### src/common/morphPkg.sv
package morphPkg;

    ////////////////////////////////////////////////////////////
    // Raster counter widths
    ////////////////////////////////////////////////////////////

    localparam int HCNT_W = 12;
    localparam int VCNT_W = 11;

    ////////////////////////////////////////////////////////////
    // Frame defaults
    ////////////////////////////////////////////////////////////

    // Active picture size in pixels and lines
    localparam int DEF_ACT_W = 320;
    localparam int DEF_ACT_H = 240;

    // Blanking after each line and after each frame
    localparam int DEF_H_BLANK = 8;
    localparam int DEF_V_BLANK = 2;

    ////////////////////////////////////////////////////////////
    // Operation and mode encodings
    ////////////////////////////////////////////////////////////

    // What a single 3x3 stage does
    typedef enum logic [1:0] {
        OP_PASS   = 2'd0,
        OP_ERODE  = 2'd1,
        OP_DILATE = 2'd2
    } morphOp_e;

    // Whole-pipeline mode, sampled once per frame
    typedef enum logic [1:0] {
        MODE_PASS  = 2'd0,
        MODE_OPEN  = 2'd1,
        MODE_CLOSE = 2'd2
    } pipeMode_e;

endpackage

### src/logic/binarizer.sv
`timescale 1ns/1ps

module binarizer (
    input  logic                        PCLK,
    input  logic                        reset_i,
    input  logic [7:0]                  luma_i,
    input  logic [7:0]                  threshold_i,
    input  logic [morphPkg::HCNT_W-1:0] hCnt_i,
    input  logic [morphPkg::VCNT_W-1:0] vCnt_i,
    input  logic                        active_i,
    output logic                        bit_o,
    output logic [morphPkg::HCNT_W-1:0] hCnt_o,
    output logic [morphPkg::VCNT_W-1:0] vCnt_o,
    output logic                        valid_o
);

    // Threshold decision, forced low in blanking
    always_ff @(posedge PCLK) begin
        if (reset_i) begin
            bit_o   <= 1'b0;
            valid_o <= 1'b0;
        end else begin
            bit_o   <= active_i && (luma_i >= threshold_i);
            valid_o <= active_i;
        end
    end

    // Coordinate travels with the bit
    always_ff @(posedge PCLK) begin
        hCnt_o <= hCnt_i;
        vCnt_o <= vCnt_i;
    end

endmodule

### config.mk
export PLATFORM = sky130hd
export DESIGN_NAME = binarizer
export DESIGN_NICKNAME = d
export VERILOG_FILES = /design/src/common/morphPkg.sv /design/src/logic/binarizer.sv
export SDC_FILE = /design/constraint.sdc
export NUM_CORES = 1
export LEC_CHECK = 0
export BUFFER_PORTS_ARGS = -buffer_cell sky130_fd_sc_hd__buf_4
export CORE_ASPECT_RATIO = 0.9
export CORE_MARGIN = 2
export CORE_UTILIZATION = 37
export CTS_BUF_LIST = sky130_fd_sc_hd__clkbuf_8
export CTS_CLUSTER_SIZE = 40
export DETAILED_ROUTE_END_ITERATION = 8
export PLACE_DENSITY = 0.81
export SLEW_MARGIN = 20
export SYNTH_ARGS = -nofsm -noshare
export SYNTH_HDL_FRONTEND = slang
export SYNTH_SLANG_ARGS = --single-unit
### constraint.sdc
create_clock -name PCLK -period 1.45 [get_ports PCLK]
set_input_delay 0.29 -clock PCLK [delete_from_list [all_inputs] [get_ports PCLK]]
set_output_delay 0.29 -clock PCLK [all_outputs]
set_load 0.01 [all_outputs]
Yosys cells after proc, flatten, opt, wreduce, memory -nomap -nowiden
Index checks and enable logic that the tools add are counted.
{ "totals": {"reg_bits": 25, "input_bits": 42, "word_cells": 6} }
{ "op_classes": {"order_cmp": 1, "reduce_logical": 1} }
{ "ops": {"columns": ["operator", "n"], "rows": [
  ["8-bit >= comparator", 1],
  ["1-bit logical AND", 1]
]} }

Longest topological paths before layout
{ "depth": {"depth_word": 2, "depth_mapped": 5, "mapped_depth_nobuf": 5} }

Worst setup path after synthesis
Ideal clock, no wire load.
{ "synth_timing": {"path_kind": "input port to flip-flop", "startpoint": "input threshold_i[7]", "endpoint": "register bit_o", "arrival_time_ps": 1002, "t_required_ps": 1333, "slack_ps": 331, "cell_stages": 5, "path_cell_list": "inv_1 > ha_1 > a21oi_1 > o21ai_0 > a22o_1"} }
{ "synth_between": {"elab_chain_len": 2} }
{ "synth_lines": {"columns": ["element", "line_no", "text"], "rows": [
  ["start, declared", "binarizer.sv:7", "input logic [7:0] threshold_i,"],
  ["8-bit >= comparator", "binarizer.sv:23", "bit_o <= active_i && (luma_i >= threshold_i);"],
  ["1-bit logical AND", "binarizer.sv:23", null],
  ["end signal, assigned", "binarizer.sv:23", null],
  ["end, declared", "binarizer.sv:11", "output logic bit_o,"]
]} }
Every way passes these cells.
A chain may end at the register's enable or synchronous reset.

Worst setup path in the final report
{ "layout_timing": {"startpoint": "input luma_i[7]", "endpoint": "register bit_o"} }
{ "layout_between": {"elab_chain_len": 2} }
{ "layout_lines": {"columns": ["element", "line_no", "text"], "rows": [
  ["start, declared", "binarizer.sv:6", "input logic [7:0] luma_i,"],
  ["8-bit >= comparator", "binarizer.sv:23", null],
  ["1-bit logical AND", "binarizer.sv:23", null]
]} }
Every way passes these cells.

==> Implementation_results.wiki <==
{| class="wikitable"
! Metric !! Value
|-
| Cell Count Post-Placement || between 100 and 150
|-
| Post-route minimum period || roughly 1.0 ns
|-
| Peak clock frequency supported by timing || 995.9 MHz
|-
| Horizontal extent of the die || ~50 um
|-
| Sequential cell area fraction in the yosys report || ~70%
|-
| HPWL after detailed placement || roughly 1300 um
|-
| Final routed wire length divided by cell count || 9.691 um
|-
| Worst-case clock buffer depth || 2
|-
| Minimum hold slack || roughly 0.14 ns
|-
| Met2 Usage GRT || 20.00%
|-
| Mapped Avg Cell Area || between 10 and 15 sq um
|-
| Cell depth of the worst hold path || 1
|-
| H-Tree Level Count || 1
|-
| Area of all sequential standard cells || approximately 500 sq um
|-
| Routed via count divided by cell count || 4.074
|-
| Endpoint kind of the worst setup timing path || flip-flop
|-
| Overall global routing resource usage || a little under an eighth
|-
| Worst path setup slack after routing || about 0.45 ns
|-
| Number of setup violations in the final report || 0
|-
| Number of global-route vias before repair || between 500 and 600
|-
| Layout filler cell count || 145
|-
| Max_cap viols || 0
|-
| Post-synthesis cell count || 54
|-
| Initial antenna violation count || 0
|-
| Met1 usage || between 10% and 20%
|-
| TritonCTS clock tree || built
|-
| Static power due to leakage || just under 0.0007 uW
|-
| Overflow left after global routing || 0
|-
| Post-detailed-placement cell area || ~1200 sq um
|-
| Count of antenna diodes in the layout || 0
|-
| Count of boundary I/O pins || between 60 and 70
|-
| Vias || 607
|-
| # rows || 15
|-
| Max incr delay on CP || 0.30 ns
|-
| Most used routing layer || met2
|-
| Final hold vios || 0
|-
| Layout cells sized above 1 || between 50 and 60%
|-
| Clock sink count || 25
|-
| Minimum setup slack after placement || approximately 0.18 ns
|-
| Total number of yosys warnings || 0
|-
| Initial core utilization || 38.13%
|-
| Startpoint kind of the worst setup timing path || input pin
|-
| Setup repair after global routing missed its margin || no
|-
| Antenna-violating nets left || 0
|-
| Count of cell types in the netlist || 11
|-
| Ordered list of cells on the worst path || buf_4 -> ha_1 -> a21oi_1 -> o21ai_0 -> a22o_1
|-
| Max FO, Critical Path || 2
|-
| Outcome || finished clean
|-
| Required time reported for the critical path endpoint || approximately 1.6 ns
|-
| P per Cell Area || between 1000 and 1500 nW/um^2
|-
| Total area of multi-input combinational cells || between 150 and 200 sq um
|-
| Hold buffer count at cts || 0
|-
| Post-synthesis net count || around 100
|-
| Root buf cell || clkbuf_8
|-
| Sum of routed wire length over all layers || roughly 1400 um
|-
| Synth Register Bits || 25
|-
| Worst Path Arrival || approximately 1.2 ns
|-
| First drt pass iteration count || 1
|-
| Final number of max-transition violations || 0
|-
| Slew HR || about 88%
|-
| Final Cycle Share || between 60% and 70%
|-
| Worst-Margin Slew || approximately 0.19 ns
|-
| Total clock buffers created by CTS || 3
|-
| Cells resized by post-CTS repair || 0
|-
| Area share of the largest cell type after synthesis || between 60 and 70%
|-
| Slowest cell on the critical path || ha_1
|-
| Y dimension of the die || 45.73 um
|-
| Core Box Area || 1877 sq um
|-
| Met3 GRT Util || between 6 and 7%
|-
| Die outline area || 2303 sq um
|-
| Largest net degree at the start of global routing || 14
|-
| Worst voltage drop across the vdd grid || 0.0006100 V
|-
| Final Instance Area || approximately 1300 sq um
|-
| Clock transition at the registers of the reported paths || 0.07 ns
|-
| Hold Crit Class || input pin to flip-flop
|-
| Setup Total Neg Slack || 0 ns
|-
| Leading area contributor after synthesis || dfxtp_1
|-
| Number of setup buffers added after CTS || 0
|-
| Area added between synthesis and finish || 79.89%
|-
| Starting DRC count in detailed routing || 0
|-
| Kind of critical path || input pin to flip-flop
|-
| Buffers on Ports || 66
|-
| Routability congestion estimate || about 0.65
|-
| Final nets || between 150 and 200
|-
| Detailed-route DRC error count || 0
|-
| Dominant cells by area after synthesis || dfxtp_1, ha_1, inv_1, o21ai_0, nor4b_2
|-
| Post-synthesis cell area || a little over 700 sq um
|-
| Wire length of the first global-routing pass || 2035 um
|-
| Count of non-filler cells in the finished layout || around 150
|}
-- layer usage --
layer | up-vias | wire, um | share of wire, %
met4 | 0 | 0 | 0
met1 | 247 | 510 | 35
met3 | 0 | 276 | 19
met2 | 49 | 658 | 46
met5 | - | 0 | 0
li1 | 311 | - | -
-- per-stage QoR --
step / utilization [%] / total power, uW
finish: 68.60 / 1300
detailed placement: 66.20 / 953.1
global placement: 66.20 / 947.5
CTS: 68.60 / 1317
global route: 68.60 / 1369
floorplan: - / 806.9
-- final cells by class --
class | count | area share (%)
Timing Repair Buffer | 66 | 38.48
Clock buffer | 3 | 3.207
Sequential cell | 25 | 38.87
Clock inverter | 1 | 0.2915
Tap cell | 25 | 2.430
Multi-Input combinational cell | 21 | 14.38
Inverter | 8 | 2.332
-- kinds of logic after synthesis --
kind of cell	share of synthesized area, %
buf+inv	4.196
fa+ha+maj	13.99
compound gates	4.720
simple gates	7.168
flops	69.93
-- layout by cell type (no fill, tap or decap) --
master    Yosys  final
nor2b_4       1      1
nor2_1        2      2
a22o_1        1      1
nor4b_2       1      1
nor3b_1       1      1
ha_1          8      8
clkbuf_8      0      3
dfxtp_1      25     25
o21ai_0       3      3
buf_4         0     66
nand2_1       2      2
inv_1         8      9
a21oi_1       2      2
-- final timing paths --
path       from         to  slack, ns
max   luma_i[7]      bit_o       0.45
min   vCnt_i[7]  vCnt_o[7]       0.14
-- flip-flops by register name, summed over array words and instances, names as in the netlist --
signal   cells
bit_o        1
hCnt_o      12
vCnt_o      11
valid_o      1
-- Yosys cell counts (all sizes together) --
cell	number
dfxtp	25
ha	8
inv	8
o21ai	3
a21oi	2
nand2	2
nor2	2
a22o	1
nor2b	1
nor3b	1
nor4b	1
-- critical path: cells and delay by family --
family                     cells  cell delay (ns)
AOI/OAI and AO/OA              3             0.46
adders and majority gates      1             0.30
buffers and inverters          1             0.11
-- report_power, final --
part / internal [uW] / switching [uW]
logic: 133 / 67.9
registers: 723 / 8.95
clock network: 188 / 179
No activity file was read; power rests on OpenSTA's default activity.
