--- config.mk ---
export PLATFORM = sky130hd
export DESIGN_NAME = videoTiming
export DESIGN_NICKNAME = d
export VERILOG_FILES = /design/src/common/morphPkg.sv /design/src/logic/videoTiming.sv
export SDC_FILE = /design/constraint.sdc
export NUM_CORES = 1
export LEC_CHECK = 0
export ABC_CLOCK_PERIOD_IN_PS = 4050
export BUFFER_PORTS_ARGS = -buffer_cell sky130_fd_sc_hd__buf_4
export CAP_MARGIN = 20
export CORE_MARGIN = 2
export CORE_UTILIZATION = 50
export CTS_CLUSTER_DIAMETER = 50
export DETAILED_ROUTE_END_ITERATION = 8
export PLACE_DENSITY = 0.71
export SYNTH_ARGS = -nofsm -noshare
export SYNTH_HDL_FRONTEND = slang
export SYNTH_SLANG_ARGS = --single-unit
--- constraint.sdc ---
create_clock -name PCLK -period 4.05 [get_ports PCLK]
set_input_delay 0.2025 -clock PCLK [delete_from_list [all_inputs] [get_ports PCLK]]
set_output_delay 0.2025 -clock PCLK [all_outputs]
set_load 0.005 [all_outputs]
--- src/common/morphPkg.sv ---
package morphPkg;

    ////////////////////////////////////////////////////////////
    // Raster counter widths
    ////////////////////////////////////////////////////////////

    localparam int HCNT_W = 12;
    localparam int VCNT_W = 11;

    ////////////////////////////////////////////////////////////
    // Frame defaults
    ////////////////////////////////////////////////////////////

    // Active picture size in pixels and lines
    localparam int DEF_ACT_W = 320;
    localparam int DEF_ACT_H = 240;

    // Blanking after each line and after each frame
    localparam int DEF_H_BLANK = 8;
    localparam int DEF_V_BLANK = 2;

    ////////////////////////////////////////////////////////////
    // Operation and mode encodings
    ////////////////////////////////////////////////////////////

    // What a single 3x3 stage does
    typedef enum logic [1:0] {
        OP_PASS   = 2'd0,
        OP_ERODE  = 2'd1,
        OP_DILATE = 2'd2
    } morphOp_e;

    // Whole-pipeline mode, sampled once per frame
    typedef enum logic [1:0] {
        MODE_PASS  = 2'd0,
        MODE_OPEN  = 2'd1,
        MODE_CLOSE = 2'd2
    } pipeMode_e;

endpackage

--- src/logic/videoTiming.sv ---
`timescale 1ns/1ps

module videoTiming #(
    parameter int ACT_W   = morphPkg::DEF_ACT_W,
    parameter int ACT_H   = morphPkg::DEF_ACT_H,
    parameter int H_BLANK = morphPkg::DEF_H_BLANK,
    parameter int V_BLANK = morphPkg::DEF_V_BLANK
) (
    input  logic                        PCLK,
    input  logic                        reset_i,
    output logic [morphPkg::HCNT_W-1:0] hCnt_o,
    output logic [morphPkg::VCNT_W-1:0] vCnt_o,
    output logic                        active_o,
    output logic                        frameStart_o
);
    import morphPkg::*;

    // Last count of a line and of a frame, blanking included
    localparam logic [HCNT_W-1:0] H_LAST = HCNT_W'(ACT_W + H_BLANK - 1);
    localparam logic [VCNT_W-1:0] V_LAST = VCNT_W'(ACT_H + V_BLANK - 1);

    // Active area bounds
    localparam logic [HCNT_W-1:0] H_ACT = HCNT_W'(ACT_W);
    localparam logic [VCNT_W-1:0] V_ACT = VCNT_W'(ACT_H);

    ////////////////////////////////////////////////////////////
    // Raster counters
    ////////////////////////////////////////////////////////////

    always_ff @(posedge PCLK) begin
        if (reset_i) begin
            hCnt_o <= '0;
            vCnt_o <= '0;
        end else if (hCnt_o == H_LAST) begin
            hCnt_o <= '0;
            // Line wrap also steps the line counter
            if (vCnt_o == V_LAST) begin
                vCnt_o <= '0;
            end else begin
                vCnt_o <= vCnt_o + 1'b1;
            end
        end else begin
            hCnt_o <= hCnt_o + 1'b1;
        end
    end

    // Decoded from the counters
    assign active_o     = (hCnt_o < H_ACT) && (vCnt_o < V_ACT);
    assign frameStart_o = (hCnt_o == '0) && (vCnt_o == '0);

endmodule

# After elaboration in Yosys (flattened, before gate mapping)
# Index checks and enable logic that the tools add are counted.
[totals]
regBits = 23
input_bits = 2
output_inout_bits = 25
word_cells = 14
[op_classes]
n_addsub = 2
magnitude_cmp = 2
n_eq_ne = 2
n_mux = 1
reduce_logical = 5
[op_table]
columns = ["operator", "n"]
rows = [
  ["12-bit by 1-bit adder with 12-bit output, second input constant", 1],
  ["12-bit by 9-bit == test with 1-bit output, second input constant", 1],
  ["12-bit zero test", 1],
  ["12-bit by 9-bit < comparator with 1-bit output, second input constant", 1],
  ["11-bit by 1-bit adder with 11-bit output, second input constant", 1],
  ["11-bit by 8-bit == test with 1-bit output, second input constant", 1],
  ["11-bit zero test", 1],
  ["11-bit by 8-bit < comparator with 1-bit output, second input constant", 1],
  ["11-bit 2-to-1 mux", 1],
  ["1-bit logical AND", 2],
  ["2-bit OR reduction", 1],
]

# Longest topological paths before layout
# Gate-level depths: netlist of run 1.
[depth]
word_depth = 2
depth_mapped = 7
depth_no_buf = 5

# Worst setup path after synthesis of run 1
# No wires, ideal clock.
[synth_timing]
path_kind = "register to register"
start = "reg hCnt_o[0] (netlist name)"
end = "reg vCnt_o[0] (netlist name)"
setup_time_ps = 128
t_arrival_ps = 1572
required_ps = 3922
setup_slack_ps = 2350
stages_incl_launch_ff = 7
n_path_buf = 1
period_less_slack_ps = 1700
cell_sequence = "dfxtp_1 > ha_1 > and4_1 > clkbuf_1 > nand3_1 > o21bai_2 > nor2_1"
[synth_via]
elab_chain_len = 1
[synth_lines]
columns = ["item", "line_no", "rtl"]
rows = [
  ["start, declared", "videoTiming.sv:11", "output logic [morphPkg::HCNT_W-1:0] hCnt_o,"],
  ["start signal, assigned", "videoTiming.sv:43", "hCnt_o <= hCnt_o + 1'b1;"],
  ["12-bit by 9-bit == test with 1-bit output", "videoTiming.sv:34", "end else if (hCnt_o == H_LAST) begin"],
  ["end signal, assigned", "videoTiming.sv:40", "vCnt_o <= vCnt_o + 1'b1;"],
  ["end, declared", "videoTiming.sv:12", "output logic [morphPkg::VCNT_W-1:0] vCnt_o,"],
]
# No other way between the ends.
# A chain may end at the register's enable or synchronous reset.

# Worst setup path after layout of run 1
[layout_timing]
start = "reg hCnt_o[0] (netlist name)"
end = "reg vCnt_o[3] (netlist name)"
# The elaborated chain is that of the path after synthesis.

==> impl_metrics.ini, run 1 <==
[power]
p_per_area_mw_per_mm2 = 260
p_total_uw = 362
max-vdd-ir-drop_mv = 0.193
leakage_uw = 0.000586

[cells_and_area]
seqCellArea_um2 = 460
final_nets = 171
fillCellCount = 199
multi_input_area_um2 = 647
areaGrowthSynthToFinish_pct = 21.8
antennaDiodeCount = 0
drive_gt1_frac = 0.209

[synthesis]
synth-simple-area-share = 0.329
synth_enable_flop_cells = 0
synth_top_family_by_area = simple AND/OR/NAND/NOR gates
synth_ff_type = dfxtp_1
synthXorXnorAreaFrac = 0.107
synth_cells = 135
synth_compound_area_frac = 0.0668
synth-adder-area-share = 0.0548
yosysMostFrequentCell = dfxtp_1
synth_area_per_cell_um2 = 8.46
async_flop_share = 0
synth_top_area_cell = dfxtp_1
syn_nets = 142
ys_ff_latch = 23
ys_types = 25
synth_area_mm2 = 0.00114
yosysSeqAreaShare = 0.403
synth_area_leaders = dfxtp_1, xnor2_1, nor2_1
yosysWarningCount = 0
synthMuxAreaShare = 0.00876
synthTopCellsByCount = dfxtp_1, nor2_1, nand3_1, xnor2_1
synthDominantCellAreaShare = 0.403

[cts]
cts_resized = 0
holdBufCountCts = 0
cts.path.max_buffers = 2
clockRootBuffer = clkbuf_4
post_cts.repair.setup_buffers = 0
clock_latency_ns = 0.32
cts_buffers = 3
cts_tree = built
cts_max_level = 1
cts_sinks = 23
path_clk_slew_ns = 0.12

[run_status]
status = finished clean

[floorplanning]
fp.coreArea_mm2 = 0.00219
fp.dieH_um = 51.8
die_w_um = 51.8
initial_utilization = 0.521
std_cell_rows = 17
ios = 27
dieArea_mm2 = 0.00268

[timing]
timing.setup.tns_ns = 0
skew_ns = 0.00729
finalHoldViolCount = 0
worst_pin_slew_ns = 0.461
period_needed_ns = 1.89
maxSlewHeadroom = 0.691
layout_worst_path_cycle_share = 0.466
slew_violations = 0
max_freq_ghz = 0.529
setup-violations-final = 0
rsz0062_at_grt = no

[routing]
drtIter0Drc = 11
viasPerCell = 5.59
via_count = 1067
wl_per_cell_um = 12.9
drc = 0
postRouteAntennaNets = 0
wirelength_um = 2460
drtPass1Iterations = 4

[job]
maxCapViolations = 0

[global_route]
grt_max_degree = 14
grt_pass1_wl_um = 4100
grt_pass1_vias = 954
overflow = 0
grtUsageTotal = 0.203
antenna_found_initial = 0

[setup_path]
critPathArrivalTime_ns = 2.09
endpoint_kind = register
worstPathMaxFanout = 10
start_kind = register
critPathRequiredTime_ns = 4.25
crit_type = reg -> reg

[placement]
hpwl_um = 1900
io_buffer_count = 26
routabilityCongestion = 0.866

[hold_path]
min_path_type = in -> reg
-- sequential cells by signal, summed over array words and instances, names as in the netlist --
register and cells:
vCnt_o 11, hCnt_o 12
-- worst max-delay path, cell delays in order (launching register included) --
cell	delay, ns
dfxtp_1	0.41
ha_1	0.26
and4_1	0.32
nand3_1	0.22
o21bai_2	0.46
nor2_1	0.10
-- cell families after synthesis --
group,Yosys count
flops,23
mux,1
simple gates,69
fa+ha+maj,5
buf+inv,9
compound gates,14
xor+xnor,14
-- power by group --
part,internal [µW],leakage (µW),switching [µW],total (µW)
clock,37.0,0.0000177,72.2,109
sequential,229,0.000186,3.49,232
combinational,10.1,0.000383,10.5,20.6
total,276,0.000586,86.2,362
-- path summary, 6_finish.rpt --
path         cells past startpoint  slack, ns                 endpoint                  from
max                              5       2.16   vCnt_o[3]$_SDFFE_PP0N_  hCnt_o[0]$_SDFF_PP0_
min                              2       0.06  vCnt_o[10]$_SDFFE_PP0N_               reset_i
max reg2reg                      5       2.16   vCnt_o[3]$_SDFFE_PP0N_  hCnt_o[0]$_SDFF_PP0_
min reg2reg                      1       0.49     hCnt_o[0]$_SDFF_PP0_  hCnt_o[0]$_SDFF_PP0_
-- per-layer routing --
layer  vias to the layer above  track usage  part of all wire
met1                       501        0.252              0.46
met5                         -            0                 0
met3                         6       0.0287             0.047
met2                        32        0.342              0.47
li1                        528            -                 -
met4                         0        0.101             0.016
-- area by class of cell --
| type | count | area share |
|---|---|---|
| multi-input cells | 103 | 0.465 |
| flip-flops and latches | 23 | 0.331 |
| repair buffers | 26 | 0.140 |
| well taps | 28 | 0.0252 |
| inverters | 7 | 0.0189 |
| clock buffers | 3 | 0.0162 |
| clock inverters | 1 | 0.00360 |
-- stage by stage --
| step | hold slack (ns) | utilization | instances | setup WS [ns] | instance area [µm²] |
|---|---|---|---|---|---|
| after floorplan | 0.272 | - | 135 | 2.35 | 1140 |
| after global placement | 0.401 | 0.623 | 187 | 2.21 | 1360 |
| after detailed placement | 0.404 | 0.623 | 187 | 2.17 | 1360 |
| after CTS | 0.0574 | 0.635 | 191 | 2.16 | 1390 |
| after global routing | 0.0533 | 0.635 | 191 | 2.04 | 1390 |
| final | 0.0626 | 0.635 | 191 | 2.16 | 1390 |
-- cell usage in the layout, fill, tap and decap left out, drive strengths merged --
cell / count
mux2i: 1
nor4: 3
dfxtp: 23
o21bai: 1
o21ai: 7
nor3: 7
nand3: 10
and4: 4
and3: 2
nand3b: 1
clkbuf: 3
xor2: 4
a21oi: 6
nand2b: 1
nand2: 7
buf: 26
nor2: 22
clkinv: 1
or3: 5
inv: 7
ha: 5
xnor2: 10
nand4: 7
Note: power is estimated with default switching activity, not from simulation.
==> inputs of run 2 (changes only) <==
--- a/config.mk
+++ b/config.mk
@@ -5,7 +5,7 @@
 export SDC_FILE = /design/constraint.sdc
 export NUM_CORES = 1
 export LEC_CHECK = 0
-export ABC_CLOCK_PERIOD_IN_PS = 4050
+export ABC_CLOCK_PERIOD_IN_PS = 2000
 export BUFFER_PORTS_ARGS = -buffer_cell sky130_fd_sc_hd__buf_4
 export CAP_MARGIN = 20
 export CORE_MARGIN = 2
==> constraint.sdc (replaced) <==
create_clock -name PCLK -period 2 [get_ports PCLK]
set_input_delay 0.1 -clock PCLK [delete_from_list [all_inputs] [get_ports PCLK]]
set_output_delay 0.1 -clock PCLK [all_outputs]
set_load 0.005 [all_outputs]
==> run 2 against run 1 <==
Clock-buffer cell count unchanged. Non-clock buffer count increased by 4. Design area increased by 2.3%. Power increased by 100%. Combinational power increased by 110%. Clock power increased by 97%. Worst hold slack improved by 0.44 ns. Critical endpoint is now vCnt_o[0]$_SDFFE_PP0N_. Largest power group unchanged. Highest routed layer unchanged.
==> impl_metrics.ini, run 2 (synthesis results as in run 1) <==
[routing]
via_count = 1056
wl_per_cell_um = 12.4
drtPass1Iterations = 4
viasPerCell = 5.42
drc = 0
postRouteAntennaNets = 0
wirelength_um = 2420
drtIter0Drc = 16

[timing]
max_freq_ghz = 0.533
maxSlewHeadroom = 0.697
finalHoldViolCount = 0
skew_ns = 0.00579
slew_violations = 0
worst_pin_slew_ns = 0.454
rsz0062_at_grt = yes
timing.setup.tns_ns = 0
layout_worst_path_cycle_share = 0.939
period_needed_ns = 1.88
setup-violations-final = 0

[cells_and_area]
top_register = hCnt_o
top_regs = hCnt_o: 12 flops, vCnt_o: 11 flops
largest_reg_flops = 12
areaGrowthSynthToFinish_pct = 24.6
final_nets = 175
final_cell_mix = buf_4, dfxtp_1, nor2_1
utilization = 0.650
final_common_cell = buf_4
antennaDiodeCount = 0
fillCellCount = 209
drive_gt1_frac = 0.222
fin_cells = 195

[global_route]
grtUsageTotal = 0.201
grt_max_degree = 14
antenna_found_initial = 0
grt_pass1_vias = 956
overflow = 0
grt_pass1_wl_um = 4000

[placement]
dp_cells = 190
hpwl_um = 1830
routabilityCongestion = 0.825
io_buffer_count = 26

[setup_path]
crit_type = reg -> reg
cpPeakStageDelay_ns = 0.46
r2r-end = vCnt_o[0]$_SDFFE_PP0N_
critPathRequiredTime_ns = 2.19
start_kind = register
critPathArrivalTime_ns = 2.07
cp.depth = 5
rr_worst_depth = 5
endpoint_kind = register
critPathCapture = vCnt_o[0]$_SDFFE_PP0N_
r2r-start = hCnt_o[0]$_SDFF_PP0_
slowest_stage = o21bai_2
critical_path_buf_inv_count = 0
rrSetupSlack_ns = 0.12
worstPathMaxFanout = 10
path_cells = ha_1, and4_1, nand3_1, o21bai_2, nor2_1
path_delay_family = simple AND/OR/NAND/NOR gates
critPathLaunch = hCnt_o[0]$_SDFF_PP0_

[floorplanning]
die_w_um = 51.8
fp.dieH_um = 51.8
dieArea_mm2 = 0.00268
ios = 27
initial_utilization = 0.521
fp.coreArea_mm2 = 0.00219
std_cell_rows = 17

[hold_path]
min_path_type = reg -> reg
hp-start = hCnt_o[0]$_SDFF_PP0_

[cts]
cts_buffers = 3
cts_max_level = 1
clockRootBuffer = clkbuf_4
path_clk_slew_ns = 0.12
cts_sinks = 23
cts_resized = 0
cts.path.max_buffers = 2
post_cts.repair.setup_buffers = 0
cts_tree = built
clock_latency_ns = 0.31

[power]
leakage_uw = 0.000606
p_per_area_mw_per_mm2 = 512
max-vdd-ir-drop_mv = 0.427
p_total_uw = 728

[job]
maxCapViolations = 0

[run_status]
status = finished clean
[run 2: changes by cell type in the layout (fill, tap and decap cells not counted)]
cell           previous run  this run
buf_4                    26        29
dlygate4sd3_1             0         1
[run 2: how the worst min path moves through the flow]
stage | cells after the start | end
floorplan | 1 | vCnt_o[10]$_SDFFE_PP0N_
global placement | 2 | vCnt_o[10]$_SDFFE_PP0N_
detailed placement | 2 | hCnt_o[2]$_SDFF_PP0_
CTS | 1 | hCnt_o[0]$_SDFF_PP0_
global route | 3 | hCnt_o[2]$_SDFF_PP0_
finish | 1 | hCnt_o[0]$_SDFF_PP0_
[run 2: through the flow]
stage / setup slack (ns) / hold slack, ns / area [µm²]
2_1_floorplan: 0.300 / 0.169 / 1140
3_3_place_gp: 0.189 / 0.292 / 1390
3_5_place_dp: 0.142 / 0.295 / 1390
4_1_cts: 0.122 / 0.497 / 1420
5_1_grt: -0.0678 / 0.499 / 1420
6_report: 0.123 / 0.498 / 1420
[run 2: layout make-up]
class,instances,area [µm²],share of cell area
clock buffers,3,22.5,0.0158
clock inverters,1,5.00,0.00351
inverters,7,26.3,0.0185
multi-input cells,103,647,0.454
flip-flops and latches,23,460,0.323
well taps,28,35.0,0.0246
repair buffers,30,228,0.160
[run 2: timing repair]
| item | 4_1_cts | 5_1_grt |
|---|---|---|
| setup endpoints to repair | 0 | 21 |
| hold endpoints to repair | 2 | 0 |
| hold buffers | 1 | 0 |
[run 2: per-layer routing]
layer | part of all wire | track usage | wire length (µm) | vias to the layer above
met5 | 0 | 0 | 0 | -
met4 | 0.014 | 0.0877 | 33 | 0
li1 | - | - | - | 537
met1 | 0.48 | 0.248 | 1160 | 483
met3 | 0.041 | 0.0345 | 98 | 4
met2 | 0.47 | 0.344 | 1130 | 32
[run 2: where the power goes]
| group | switching (µW) | total, µW | leakage, µW | internal [µW] |
|---|---|---|---|---|
| Combinational | 21.6 | 43.3 | 0.000402 | 21.7 |
| Sequential | 6.56 | 470 | 0.000186 | 463 |
| Clock | 141 | 215 | 0.0000177 | 74.7 |
