<file path="config.mk">
export PLATFORM = sky130hd
export DESIGN_NAME = morphStage
export DESIGN_NICKNAME = d
export VERILOG_FILES = /design/src/common/morphPkg.sv /design/src/morph/morphStage.sv /design/src/morph/morphWindow.sv
export SDC_FILE = /design/constraint.sdc
export NUM_CORES = 2
export LEC_CHECK = 0
export BUFFER_PORTS_ARGS = -buffer_cell sky130_fd_sc_hd__buf_2
export CELL_PAD_IN_SITES_DETAIL_PLACEMENT = 0
export CELL_PAD_IN_SITES_GLOBAL_PLACEMENT = 1
export CORE_UTILIZATION = 40
export CTS_CLUSTER_SIZE = 10
export DETAILED_ROUTE_END_ITERATION = 8
export GPL_ROUTABILITY_DRIVEN = 0
export MAX_ROUTING_LAYER = met4
export PLACE_DENSITY_LB_ADDON = 0.1
export SYNTH_ARGS = -nofsm -noshare
export SYNTH_HDL_FRONTEND = slang
export SYNTH_SLANG_ARGS = --single-unit
export TNS_END_PERCENT = 100
</file>
<file path="constraint.sdc">
create_clock -name PCLK -period 11.7 [get_ports PCLK]
set_input_delay 0.585 -clock PCLK [delete_from_list [all_inputs] [get_ports PCLK]]
set_output_delay 0.585 -clock PCLK [all_outputs]
set_load 0.1 [all_outputs]
</file>
<file path="src/common/morphPkg.sv">
package morphPkg;

    ////////////////////////////////////////////////////////////
    // Raster counter widths
    ////////////////////////////////////////////////////////////

    localparam int HCNT_W = 12;
    localparam int VCNT_W = 11;

    ////////////////////////////////////////////////////////////
    // Frame defaults
    ////////////////////////////////////////////////////////////

    // Active picture size in pixels and lines
    localparam int DEF_ACT_W = 320;
    localparam int DEF_ACT_H = 240;

    // Blanking after each line and after each frame
    localparam int DEF_H_BLANK = 8;
    localparam int DEF_V_BLANK = 2;

    ////////////////////////////////////////////////////////////
    // Operation and mode encodings
    ////////////////////////////////////////////////////////////

    // What a single 3x3 stage does
    typedef enum logic [1:0] {
        OP_PASS   = 2'd0,
        OP_ERODE  = 2'd1,
        OP_DILATE = 2'd2
    } morphOp_e;

    // Whole-pipeline mode, sampled once per frame
    typedef enum logic [1:0] {
        MODE_PASS  = 2'd0,
        MODE_OPEN  = 2'd1,
        MODE_CLOSE = 2'd2
    } pipeMode_e;

endpackage

</file>
<file path="src/morph/morphStage.sv">
`timescale 1ns/1ps

module morphStage #(
    parameter int ACT_W = morphPkg::DEF_ACT_W,
    parameter int ACT_H = morphPkg::DEF_ACT_H
) (
    input  logic                        PCLK,
    input  logic                        reset_i,
    input  morphPkg::morphOp_e          op_i,
    input  logic                        bit_i,
    input  logic [morphPkg::HCNT_W-1:0] hCnt_i,
    input  logic [morphPkg::VCNT_W-1:0] vCnt_i,
    input  logic                        valid_i,
    output logic                        bit_o,
    output logic [morphPkg::HCNT_W-1:0] hCnt_o,
    output logic [morphPkg::VCNT_W-1:0] vCnt_o,
    output logic                        valid_o
);
    import morphPkg::*;

    // Input positions whose centre sits on the picture edge
    localparam logic [HCNT_W-1:0] H_ONE = HCNT_W'(1);
    localparam logic [HCNT_W-1:0] H_ACT = HCNT_W'(ACT_W);
    localparam logic [VCNT_W-1:0] V_ONE = VCNT_W'(1);
    localparam logic [VCNT_W-1:0] V_ACT = VCNT_W'(ACT_H);

    logic [8:0] win;
    logic       centreIn;
    logic       border;
    logic       result;

    morphWindow #(
        .ACT_W (ACT_W),
        .ACT_H (ACT_H)
    ) window (
        .PCLK    (PCLK),
        .reset_i (reset_i),
        .bit_i   (bit_i),
        .hCnt_i  (hCnt_i),
        .vCnt_i  (vCnt_i),
        .valid_i (valid_i),
        .win_o   (win)
    );

    ////////////////////////////////////////////////////////////
    // Centre position
    ////////////////////////////////////////////////////////////

    // Centre is one pixel left and one line up
    assign centreIn = (hCnt_i >= H_ONE) && (hCnt_i <= H_ACT) &&
                      (vCnt_i >= V_ONE) && (vCnt_i <= V_ACT);

    assign border = (hCnt_i == H_ONE) || (hCnt_i == H_ACT) ||
                    (vCnt_i == V_ONE) || (vCnt_i == V_ACT);

    always_comb begin
        case (op_i)
            OP_ERODE:  result = (&win) & ~border;
            OP_DILATE: result = (|win) & ~border;
            // Pass keeps the edge pixels too
            default:   result = win[4];
        endcase
    end

    ////////////////////////////////////////////////////////////
    // Output register
    ////////////////////////////////////////////////////////////

    always_ff @(posedge PCLK) begin
        if (reset_i) begin
            bit_o   <= 1'b0;
            valid_o <= 1'b0;
        end else begin
            bit_o   <= centreIn & result;
            valid_o <= centreIn;
        end
    end

    // Wraps below zero, which lands outside the picture
    always_ff @(posedge PCLK) begin
        hCnt_o <= hCnt_i - 1'b1;
        vCnt_o <= vCnt_i - 1'b1;
    end

endmodule

</file>
<file path="src/morph/morphWindow.sv">
`timescale 1ns/1ps

module morphWindow #(
    parameter int ACT_W = morphPkg::DEF_ACT_W,
    parameter int ACT_H = morphPkg::DEF_ACT_H
) (
    input  logic                        PCLK,
    input  logic                        reset_i,
    input  logic                        bit_i,
    input  logic [morphPkg::HCNT_W-1:0] hCnt_i,
    input  logic [morphPkg::VCNT_W-1:0] vCnt_i,
    input  logic                        valid_i,
    output logic [8:0]                  win_o
);
    import morphPkg::*;

    localparam int AW = (ACT_W > 1) ? $clog2(ACT_W) : 1;

    localparam logic [HCNT_W-1:0] H_ACT  = HCNT_W'(ACT_W);
    localparam logic [HCNT_W-1:0] H_END  = HCNT_W'(ACT_W - 1);
    localparam logic [VCNT_W-1:0] V_ONE  = VCNT_W'(1);
    localparam logic [VCNT_W-1:0] V_ACT  = VCNT_W'(ACT_H);
    localparam logic [VCNT_W-1:0] V_ACT1 = VCNT_W'(ACT_H + 1);

    // One bit per pixel, three lines deep
    logic lineBuf [3][ACT_W];

    logic [1:0]    rowIdx;
    logic [1:0]    curIdx;
    logic [1:0]    prevIdx;
    logic [1:0]    oldIdx;
    logic [AW-1:0] addr;
    logic          colIn;
    logic          rowOk1;
    logic          rowOk2;
    logic          newBit;
    logic          rdPrev;
    logic          rdOld;
    logic [1:0]    srCur;
    logic [1:0]    srPrev;
    logic [1:0]    srOld;

    ////////////////////////////////////////////////////////////
    // Line buffer rotation
    ////////////////////////////////////////////////////////////

    // Row 0 always lands in buffer 0
    assign curIdx = (vCnt_i == '0) ? 2'd0 : rowIdx;

    always_comb begin
        case (curIdx)
            2'd0:    begin prevIdx = 2'd2; oldIdx = 2'd1; end
            2'd1:    begin prevIdx = 2'd0; oldIdx = 2'd2; end
            default: begin prevIdx = 2'd1; oldIdx = 2'd0; end
        endcase
    end

    // Step after the last active pixel of a line
    always_ff @(posedge PCLK) begin
        if (reset_i) begin
            rowIdx <= 2'd0;
        end else if (valid_i && (hCnt_i == H_END)) begin
            rowIdx <= (curIdx == 2'd2) ? 2'd0 : curIdx + 2'd1;
        end
    end

    assign addr = hCnt_i[AW-1:0];

    always_ff @(posedge PCLK) begin
        if (valid_i) begin
            lineBuf[curIdx][addr] <= bit_i;
        end
    end

    ////////////////////////////////////////////////////////////
    // Neighbourhood taps
    ////////////////////////////////////////////////////////////

    // Outside the picture everything reads as background
    assign colIn  = hCnt_i < H_ACT;
    assign rowOk1 = (vCnt_i != '0) && (vCnt_i <= V_ACT);
    assign rowOk2 = (vCnt_i > V_ONE) && (vCnt_i <= V_ACT1);

    assign newBit = bit_i & valid_i;
    assign rdPrev = (colIn && rowOk1) ? lineBuf[prevIdx][addr] : 1'b0;
    assign rdOld  = (colIn && rowOk2) ? lineBuf[oldIdx][addr] : 1'b0;

    // Columns x-1 and x-2 of each row
    always_ff @(posedge PCLK) begin
        srCur  <= {srCur[0], newBit};
        srPrev <= {srPrev[0], rdPrev};
        srOld  <= {srOld[0], rdOld};
    end

    // Rows top to bottom, each as {x, x-1, x-2}; centre is bit 4
    assign win_o = {rdOld,  srOld[0],  srOld[1],
                    rdPrev, srPrev[0], srPrev[1],
                    newBit, srCur[0],  srCur[1]};

endmodule

</file>
# --- Yosys cells after proc, flatten, opt, wreduce, memory -nomap -nowiden ---
# Memory sizes are Yosys's and may differ from the RTL's.
# Index checks and enable logic that the tools add are counted.
word_totals:
  wordCells: 70
  input_bits: 29
  memories: 1
  output_inout_bits: 25
  ramBits: 960
  register_bits: 33
classes:
  eq_ne: 9
  order_cmp: 9
  muxes: 17
  bitwise: 6
  reduce_logical: 17
  n_addsub: 3
mem_list:
  columns: ["name", "words", "width", "rd", "rd_clocked_by_memory_dff", "wr", "line_no", "text"]
  rows:
  - ["window.lineBuf", 3, 320, 2, 0, 1, "morphWindow.sv:26", "logic lineBuf [3][ACT_W];"]
op_table:
  columns: ["op", "n"]
  rows:
  - ["320-bit two-way mux", 1]
  - ["12-bit by 9-bit equality test with 1-bit output, second input constant", 2]
  - ["11-bit by 8-bit <= comparator with 1-bit output, second input constant", 2]
  - ["1-bit binary-select mux with 9-bit select", 2]
  - ["12-bit by 1-bit equality test with 1-bit output, second input constant", 1]
  - ["12-bit by 1-bit >= comparator with 1-bit output, second input constant", 1]
  - ["12-bit by 9-bit <= comparator with 1-bit output, second input constant", 1]
  - ["12-bit by 9-bit less-than comparator with 1-bit output, second input constant", 1]
  - ["12-bit by 1-bit subtractor with 12-bit output, second input constant", 1]
  - ["11-bit by 1-bit equality test with 1-bit output, second input constant", 1]
  - ["11-bit by 8-bit equality test with 1-bit output, second input constant", 1]
  - ["11-bit by 1-bit >= comparator with 1-bit output, second input constant", 1]
  - ["11-bit by 1-bit greater-than comparator with 1-bit output, second input constant", 1]
  - ["11-bit zero test", 1]
  - ["11-bit nonzero test", 1]
  - ["11-bit by 1-bit subtractor with 11-bit output, second input constant", 1]
  - ["10-bit >= comparator, second input constant", 1]
  - ["10-bit by 1-bit less-than comparator with 1-bit output, second input constant", 1]
  - ["9-bit NOT with 10-bit output", 1]
  - ["1-bit demux with 9-bit select", 1]
  - ["1-bit logical AND", 9]
  - ["9-bit AND reduction", 1]
  - ["9-bit OR reduction", 1]
  - ["1-bit two-way mux", 8]
  - ["other kinds (10)", 19]

# --- Logic depth before layout (Yosys ltp) ---
# An unclocked memory read counts as a cell.
logic_depth:
  word_depth: 13
  ltp_mapped: 20
  mapped_depth_nobuf: 13

# --- By module ---
# From an unflattened synthesis, not the netlist that was laid out.
hier_totals:
  cells_unflattened: 5404
  area_unflattened_um2: 54395.9
modules_own_cells:
  columns: ["module", "seq_area_each_um2", "area_each_um2", "cells_per_inst", "n_inst"]
  rows:
  - ["morphWindow", 28987.8, 53292.4, 5292, 1]
  - ["morphStage", 500.5, 1103.6, 112, 1]

# --- Least setup slack after synthesis ---
# No wires, ideal clock.
synth_path:
  path_type: "input to register"
  start: "in vCnt_i[0] (netlist bit)"
  end: "reg bit_o"
  arrival_ns: 4.191
  slack_ns: 7.425
  n_path_buf: 7
  setup_time_ns: 0.084
  stages: 20
  cell_sequence: "inv_1 > ha_1 > nor3b_1 > buf_2 > a31oi_1 > clkbuf_1 > buf_2 > buf_2 > buf_2 > buf_1 > buf_2 > o21ai_0 > o211ai_1 > o2111ai_1 > a311oi_1 > nand4_1 > a211oi_1 > o311ai_1 > o2111a_1 > o31ai_2"
synth_via:
  elab_chain_cells: 13
  elab_cells_between_ends: 37
  cone_classes: "4 x order compare; 3 x eq/ne; 12 x mux; 4 x bitwise; 13 x reduce/logical; 1 x memory"
synth_lines:
  columns: ["item", "line_no", "text"]
  rows:
  - ["start, declared", "morphStage.sv:12", "input logic [morphPkg::VCNT_W-1:0] vCnt_i,"]
  - ["11-bit zero test", "morphWindow.sv:48", "assign curIdx = (vCnt_i == '0) ? 2'd0 : rowIdx;"]
  - ["2-bit two-way mux", "morphWindow.sv:48", null]
  - ["2-bit by 1-bit equality test with 1-bit output / 2-bit zero test (equally long branches)", "morphWindow.sv:51", "case (curIdx)"]
  - ["2-bit case mux with 2 select lines", "morphWindow.sv:51", null]
  - ["memory 3 x 320 bit", null, null]
  - ["1-bit binary-select mux with 9-bit select (on tied branches)", "morphWindow.sv:86, morphWindow.sv:85", null]
  - ["1-bit two-way mux (on tied branches) (3 in a row)", "morphWindow.sv:86, morphWindow.sv:85", null]
  - ["9-bit OR reduction / 9-bit AND reduction (equally long branches)", "morphStage.sv:59, morphStage.sv:58", null]
  - ["1-bit bitwise AND (on tied branches)", "morphStage.sv:59, morphStage.sv:58", null]
  - ["1-bit case mux with 2 select lines", "morphStage.sv:57", "case (op_i)"]
  - ["1-bit bitwise AND *", "morphStage.sv:74", "bit_o <= centreIn & result;"]
  - ["end signal, assigned", "morphStage.sv:74", null]
  - ["end, declared", "morphStage.sv:14", "output logic bit_o,"]
# Every way passes the cells marked *; elsewhere a longest branch is shown, timed or not. The select of a mux whose other input is x is not followed.
# A chain may end at the register's enable or synchronous reset.

# --- Worst setup path in the final report ---
layout_path:
  start: "reg window.rowIdx[0]"
  end: "reg bit_o"
layout_via:
  elab_chain_cells: 12
  elab_cells_between_ends: 20
  cone_classes: "1 x eq/ne; 12 x mux; 3 x bitwise; 3 x reduce/logical; 1 x memory"
layout_lines:
  columns: ["item", "line_no", "text"]
  rows:
  - ["start, declared", "morphWindow.sv:28", "logic [1:0] rowIdx;"]
  - ["start signal, assigned", "morphWindow.sv:63", "rowIdx <= (curIdx == 2'd2) ? 2'd0 : curIdx + 2'd1;"]
  - ["2-bit two-way mux *", "morphWindow.sv:48", null]
  - ["2-bit by 1-bit equality test with 1-bit output / 2-bit zero test (equally long branches)", "morphWindow.sv:51", null]
  - ["2-bit case mux with 2 select lines", "morphWindow.sv:51", null]
  - ["memory 3 x 320 bit *", null, null]
  - ["1-bit binary-select mux with 9-bit select (on tied branches)", "morphWindow.sv:86, morphWindow.sv:85", null]
  - ["1-bit two-way mux (on tied branches) (3 in a row)", "morphWindow.sv:86, morphWindow.sv:85", null]
  - ["9-bit OR reduction / 9-bit AND reduction (equally long branches)", "morphStage.sv:59, morphStage.sv:58", null]
  - ["1-bit bitwise AND (on tied branches)", "morphStage.sv:59, morphStage.sv:58", null]
  - ["1-bit case mux with 2 select lines *", "morphStage.sv:57", null]
  - ["1-bit bitwise AND *", "morphStage.sv:74", null]
# Marks and branches as above.

==> impl_metrics.json <==
{
  "netlist_instances": 5553,
  "grt_pass1_wl_mm": 362,
  "synth_seq_cells": 993,
  "required_ns": 12.37,
  "nNetsFinal": 5246,
  "postCtsSetupRepairBufs": 0,
  "dr_wl_met2_mm": 111,
  "cts_tree": "done",
  "cp-end-kind": "flop",
  "grt-ovfl-total": 0,
  "maxSlewViolCount": 0,
  "cts_max_level": 3,
  "drive_above_1_share": 0.0995,
  "dp_hpwl_mm": 146,
  "clk_path_buf_depth": 3,
  "gr-usage-all-layers": 0.366,
  "drc": 0,
  "die-width_um": 374,
  "place.port_buffers": 53,
  "skew_ns": 0.0259,
  "startpoint_type": "flop",
  "reg2regPathDepth": 14,
  "yosysTopAreaCell": "edfxtp_1",
  "rows": 136,
  "cts-root-buf": "clkbuf_16",
  "top_layer": "met4",
  "worstMarginPinSlew_ns": 1.22,
  "outcome": "completed",
  "synth_top_area_frac": 0.520,
  "rsz0062_at_grt": "false",
  "synth_cell_type_count": 82,
  "min_path_type": "in -> reg",
  "crit_type": "reg -> reg",
  "cts_hold_buf": 3,
  "fmax_mhz": 156,
  "die_area_sq_um": 140000,
  "whs_path_depth": 2,
  "setup-violations-final": 0,
  "wl_per_cell_um": 36.3,
  "drt-pass1-iter-count": 6,
  "synthTopCellsByArea": "edfxtp_1 (52%), nor3_1 (9.7%), clkbuf_1 (3.5%)",
  "vias": 51400,
  "async_flop_share": 0,
  "relSlewSlack": 0.176,
  "drtIter0Drc": 7736,
  "final_area_sq_um": 60700,
  "area_growth_pct": 9.48,
  "syn_area_per_cell_sq_um": 9.98,
  "vias_per_cell": 7.25,
  "die_h_um": 374,
  "core_sq_um": 137000,
  "ys_warn_count": 0,
  "met1Wirelength_mm": 107,
  "peakVddDrop_mv": 0.123,
  "drv_cap": 0,
  "seq_area_frac_synth": 0.532,
  "cts_sinks": 993,
  "setup-tns-final_ns": 0,
  "clk_latency_ns": 0.76,
  "totalWireLength_mm": 257,
  "fin_crit_ns": 6.40,
  "path_max_fanout": 28,
  "synth.most_common_cell": "nor3_1",
  "start_util": 0.403,
  "ctsResizeCount": 0,
  "nFillCells": 13200,
  "synth_area_sq_um": 55400,
  "ant_nets": 0,
  "period_share": 0.547,
  "utilization": 0.441,
  "numCtsBuffers": 119,
  "synth_edf_count": 960,
  "io_pins": 54,
  "grt_pass1_vias": 46800,
  "dpl_cell_area_sq_um": 57200,
  "synthFlopType": "edfxtp_1",
  "syn_nets": 5591,
  "p_leak_nw": 17.3,
  "wl_met3_mm": 27.4,
  "crit_arrival_ns": 7.07,
  "grt_max_degree": 211,
  "hold_viol": 0,
  "clkSlewWorstSetupHoldPaths_ns": 0.06,
  "powerDensity_nw_per_um2": 131,
  "synth_commonest_cells": "nor3_1 (1073), edfxtp_1 (960), clkbuf_1 (523), nor2_1 (331), o21ai_0 (272)",
  "antenna_found_initial": 13,
  "whs_ns": 0.0495
}
==> layout by cell type, fill, tap and decap left out, drive strengths merged, types with 23 or more instances in the layout <==
master / n
nor3: 1074
edfxtp: 960
nor2: 331
o21ai: 273
o22ai: 266
buf: 241
nand2: 199
a21oi: 178
o221ai: 177
clkbuf: 173
inv: 135
o211ai: 87
a31oi: 77
nand3: 76
a221oi: 71
mux2i: 67
a211oi: 60
o22a: 50
nand2b: 50
o221a: 48
nor4: 47
and3: 43
or3: 40
o31ai: 36
a22oi: 35
dfxtp: 33
nand4: 30
o311ai: 30
o32ai: 28
clkinv: 27
a221o: 25
a311oi: 23
==> cells by family after synthesis <==
family,count (synthesis),synth area share
AOI/OAI and AO/OA,1648,0.213
xor gates and xnor gates,17,0.00269
adders and majority gates,9,0.00203
buffers and inverters,845,0.0605
DFF,993,0.532
muxes,85,0.0170
and+or+nand+nor,1956,0.172
==> final cells by class <==
type / count / area [sq um] / area share
Antenna cell: 7 / 17.5 / 0.000289
Clock buffer: 173 / 3270 / 0.0540
Clock inverter: 28 / 174 / 0.00287
Inverter: 135 / 522 / 0.00860
Multi-Input combinational cell: 3715 / 22900 / 0.378
Sequential cell: 993 / 29500 / 0.486
Tap cell: 1794 / 2240 / 0.0370
Timing Repair Buffer: 244 / 2000 / 0.0329
==> sequential cells by signal, summed over array words and instances (netlist names) <==
signal	count
bit_o	1
hCnt_o	12
vCnt_o	11
valid_o	1
window.lineBuf	960
window.rowIdx	2
window.srCur	2
window.srOld	2
window.srPrev	2
==> worst paths after layout <==
kind	from	to	slack, ns
max	window.rowIdx[0]	bit_o	5.30
min	hCnt_i[9]	hCnt_o[9]	0.05
max reg2reg	window.rowIdx[0]	bit_o	5.30
min reg2reg	window.srOld[0]	window.srOld[1]	0.38
==> through the flow <==
step / std cells / setup slack [ns] / power [mW]
finish: 7089 / 5.30 / 7.97
global route: 7085 / 5.25 / 8.12
CTS: 7082 / 5.53 / 7.97
detailed placement: 6878 / 4.99 / 4.53
global placement: 6878 / 5.04 / 4.53
floorplan: 5553 / 7.42 / 4.23
==> worst max-delay path, cell delays in order, from the launching register on <==
cell and delay [ns]:
dfxtp_4 0.68, buf_4 0.34, nand2b_4 0.33, buf_4 0.41, a31oi_4 0.58, buf_4 0.41
buf_4 0.47, a22oi_1 0.18, nand4_1 0.21, nand3_1 0.14, o41ai_1 1.00, a2bb2oi_1 0.34
or4_1 0.64, o2111a_1 0.26, o31ai_2 0.21
==> report_power, final <==
group          internal (mW)  leakage, nW  switching [mW]
Clock                   1.93         1.68            1.56
Combinational          0.116         6.75           0.462
Sequential              3.90         8.90         0.00165
Total                   5.95         17.3            2.02
==> per-layer routing <==
metal / vias up / global-route usage
met1: 26300 / 0.503
met3: 549 / 0.0653
met2: 3296 / 0.528
met4: 0 / 0.156
met5: - / -
li1: 21200 / -
Power figures use the tool's default switching activity.
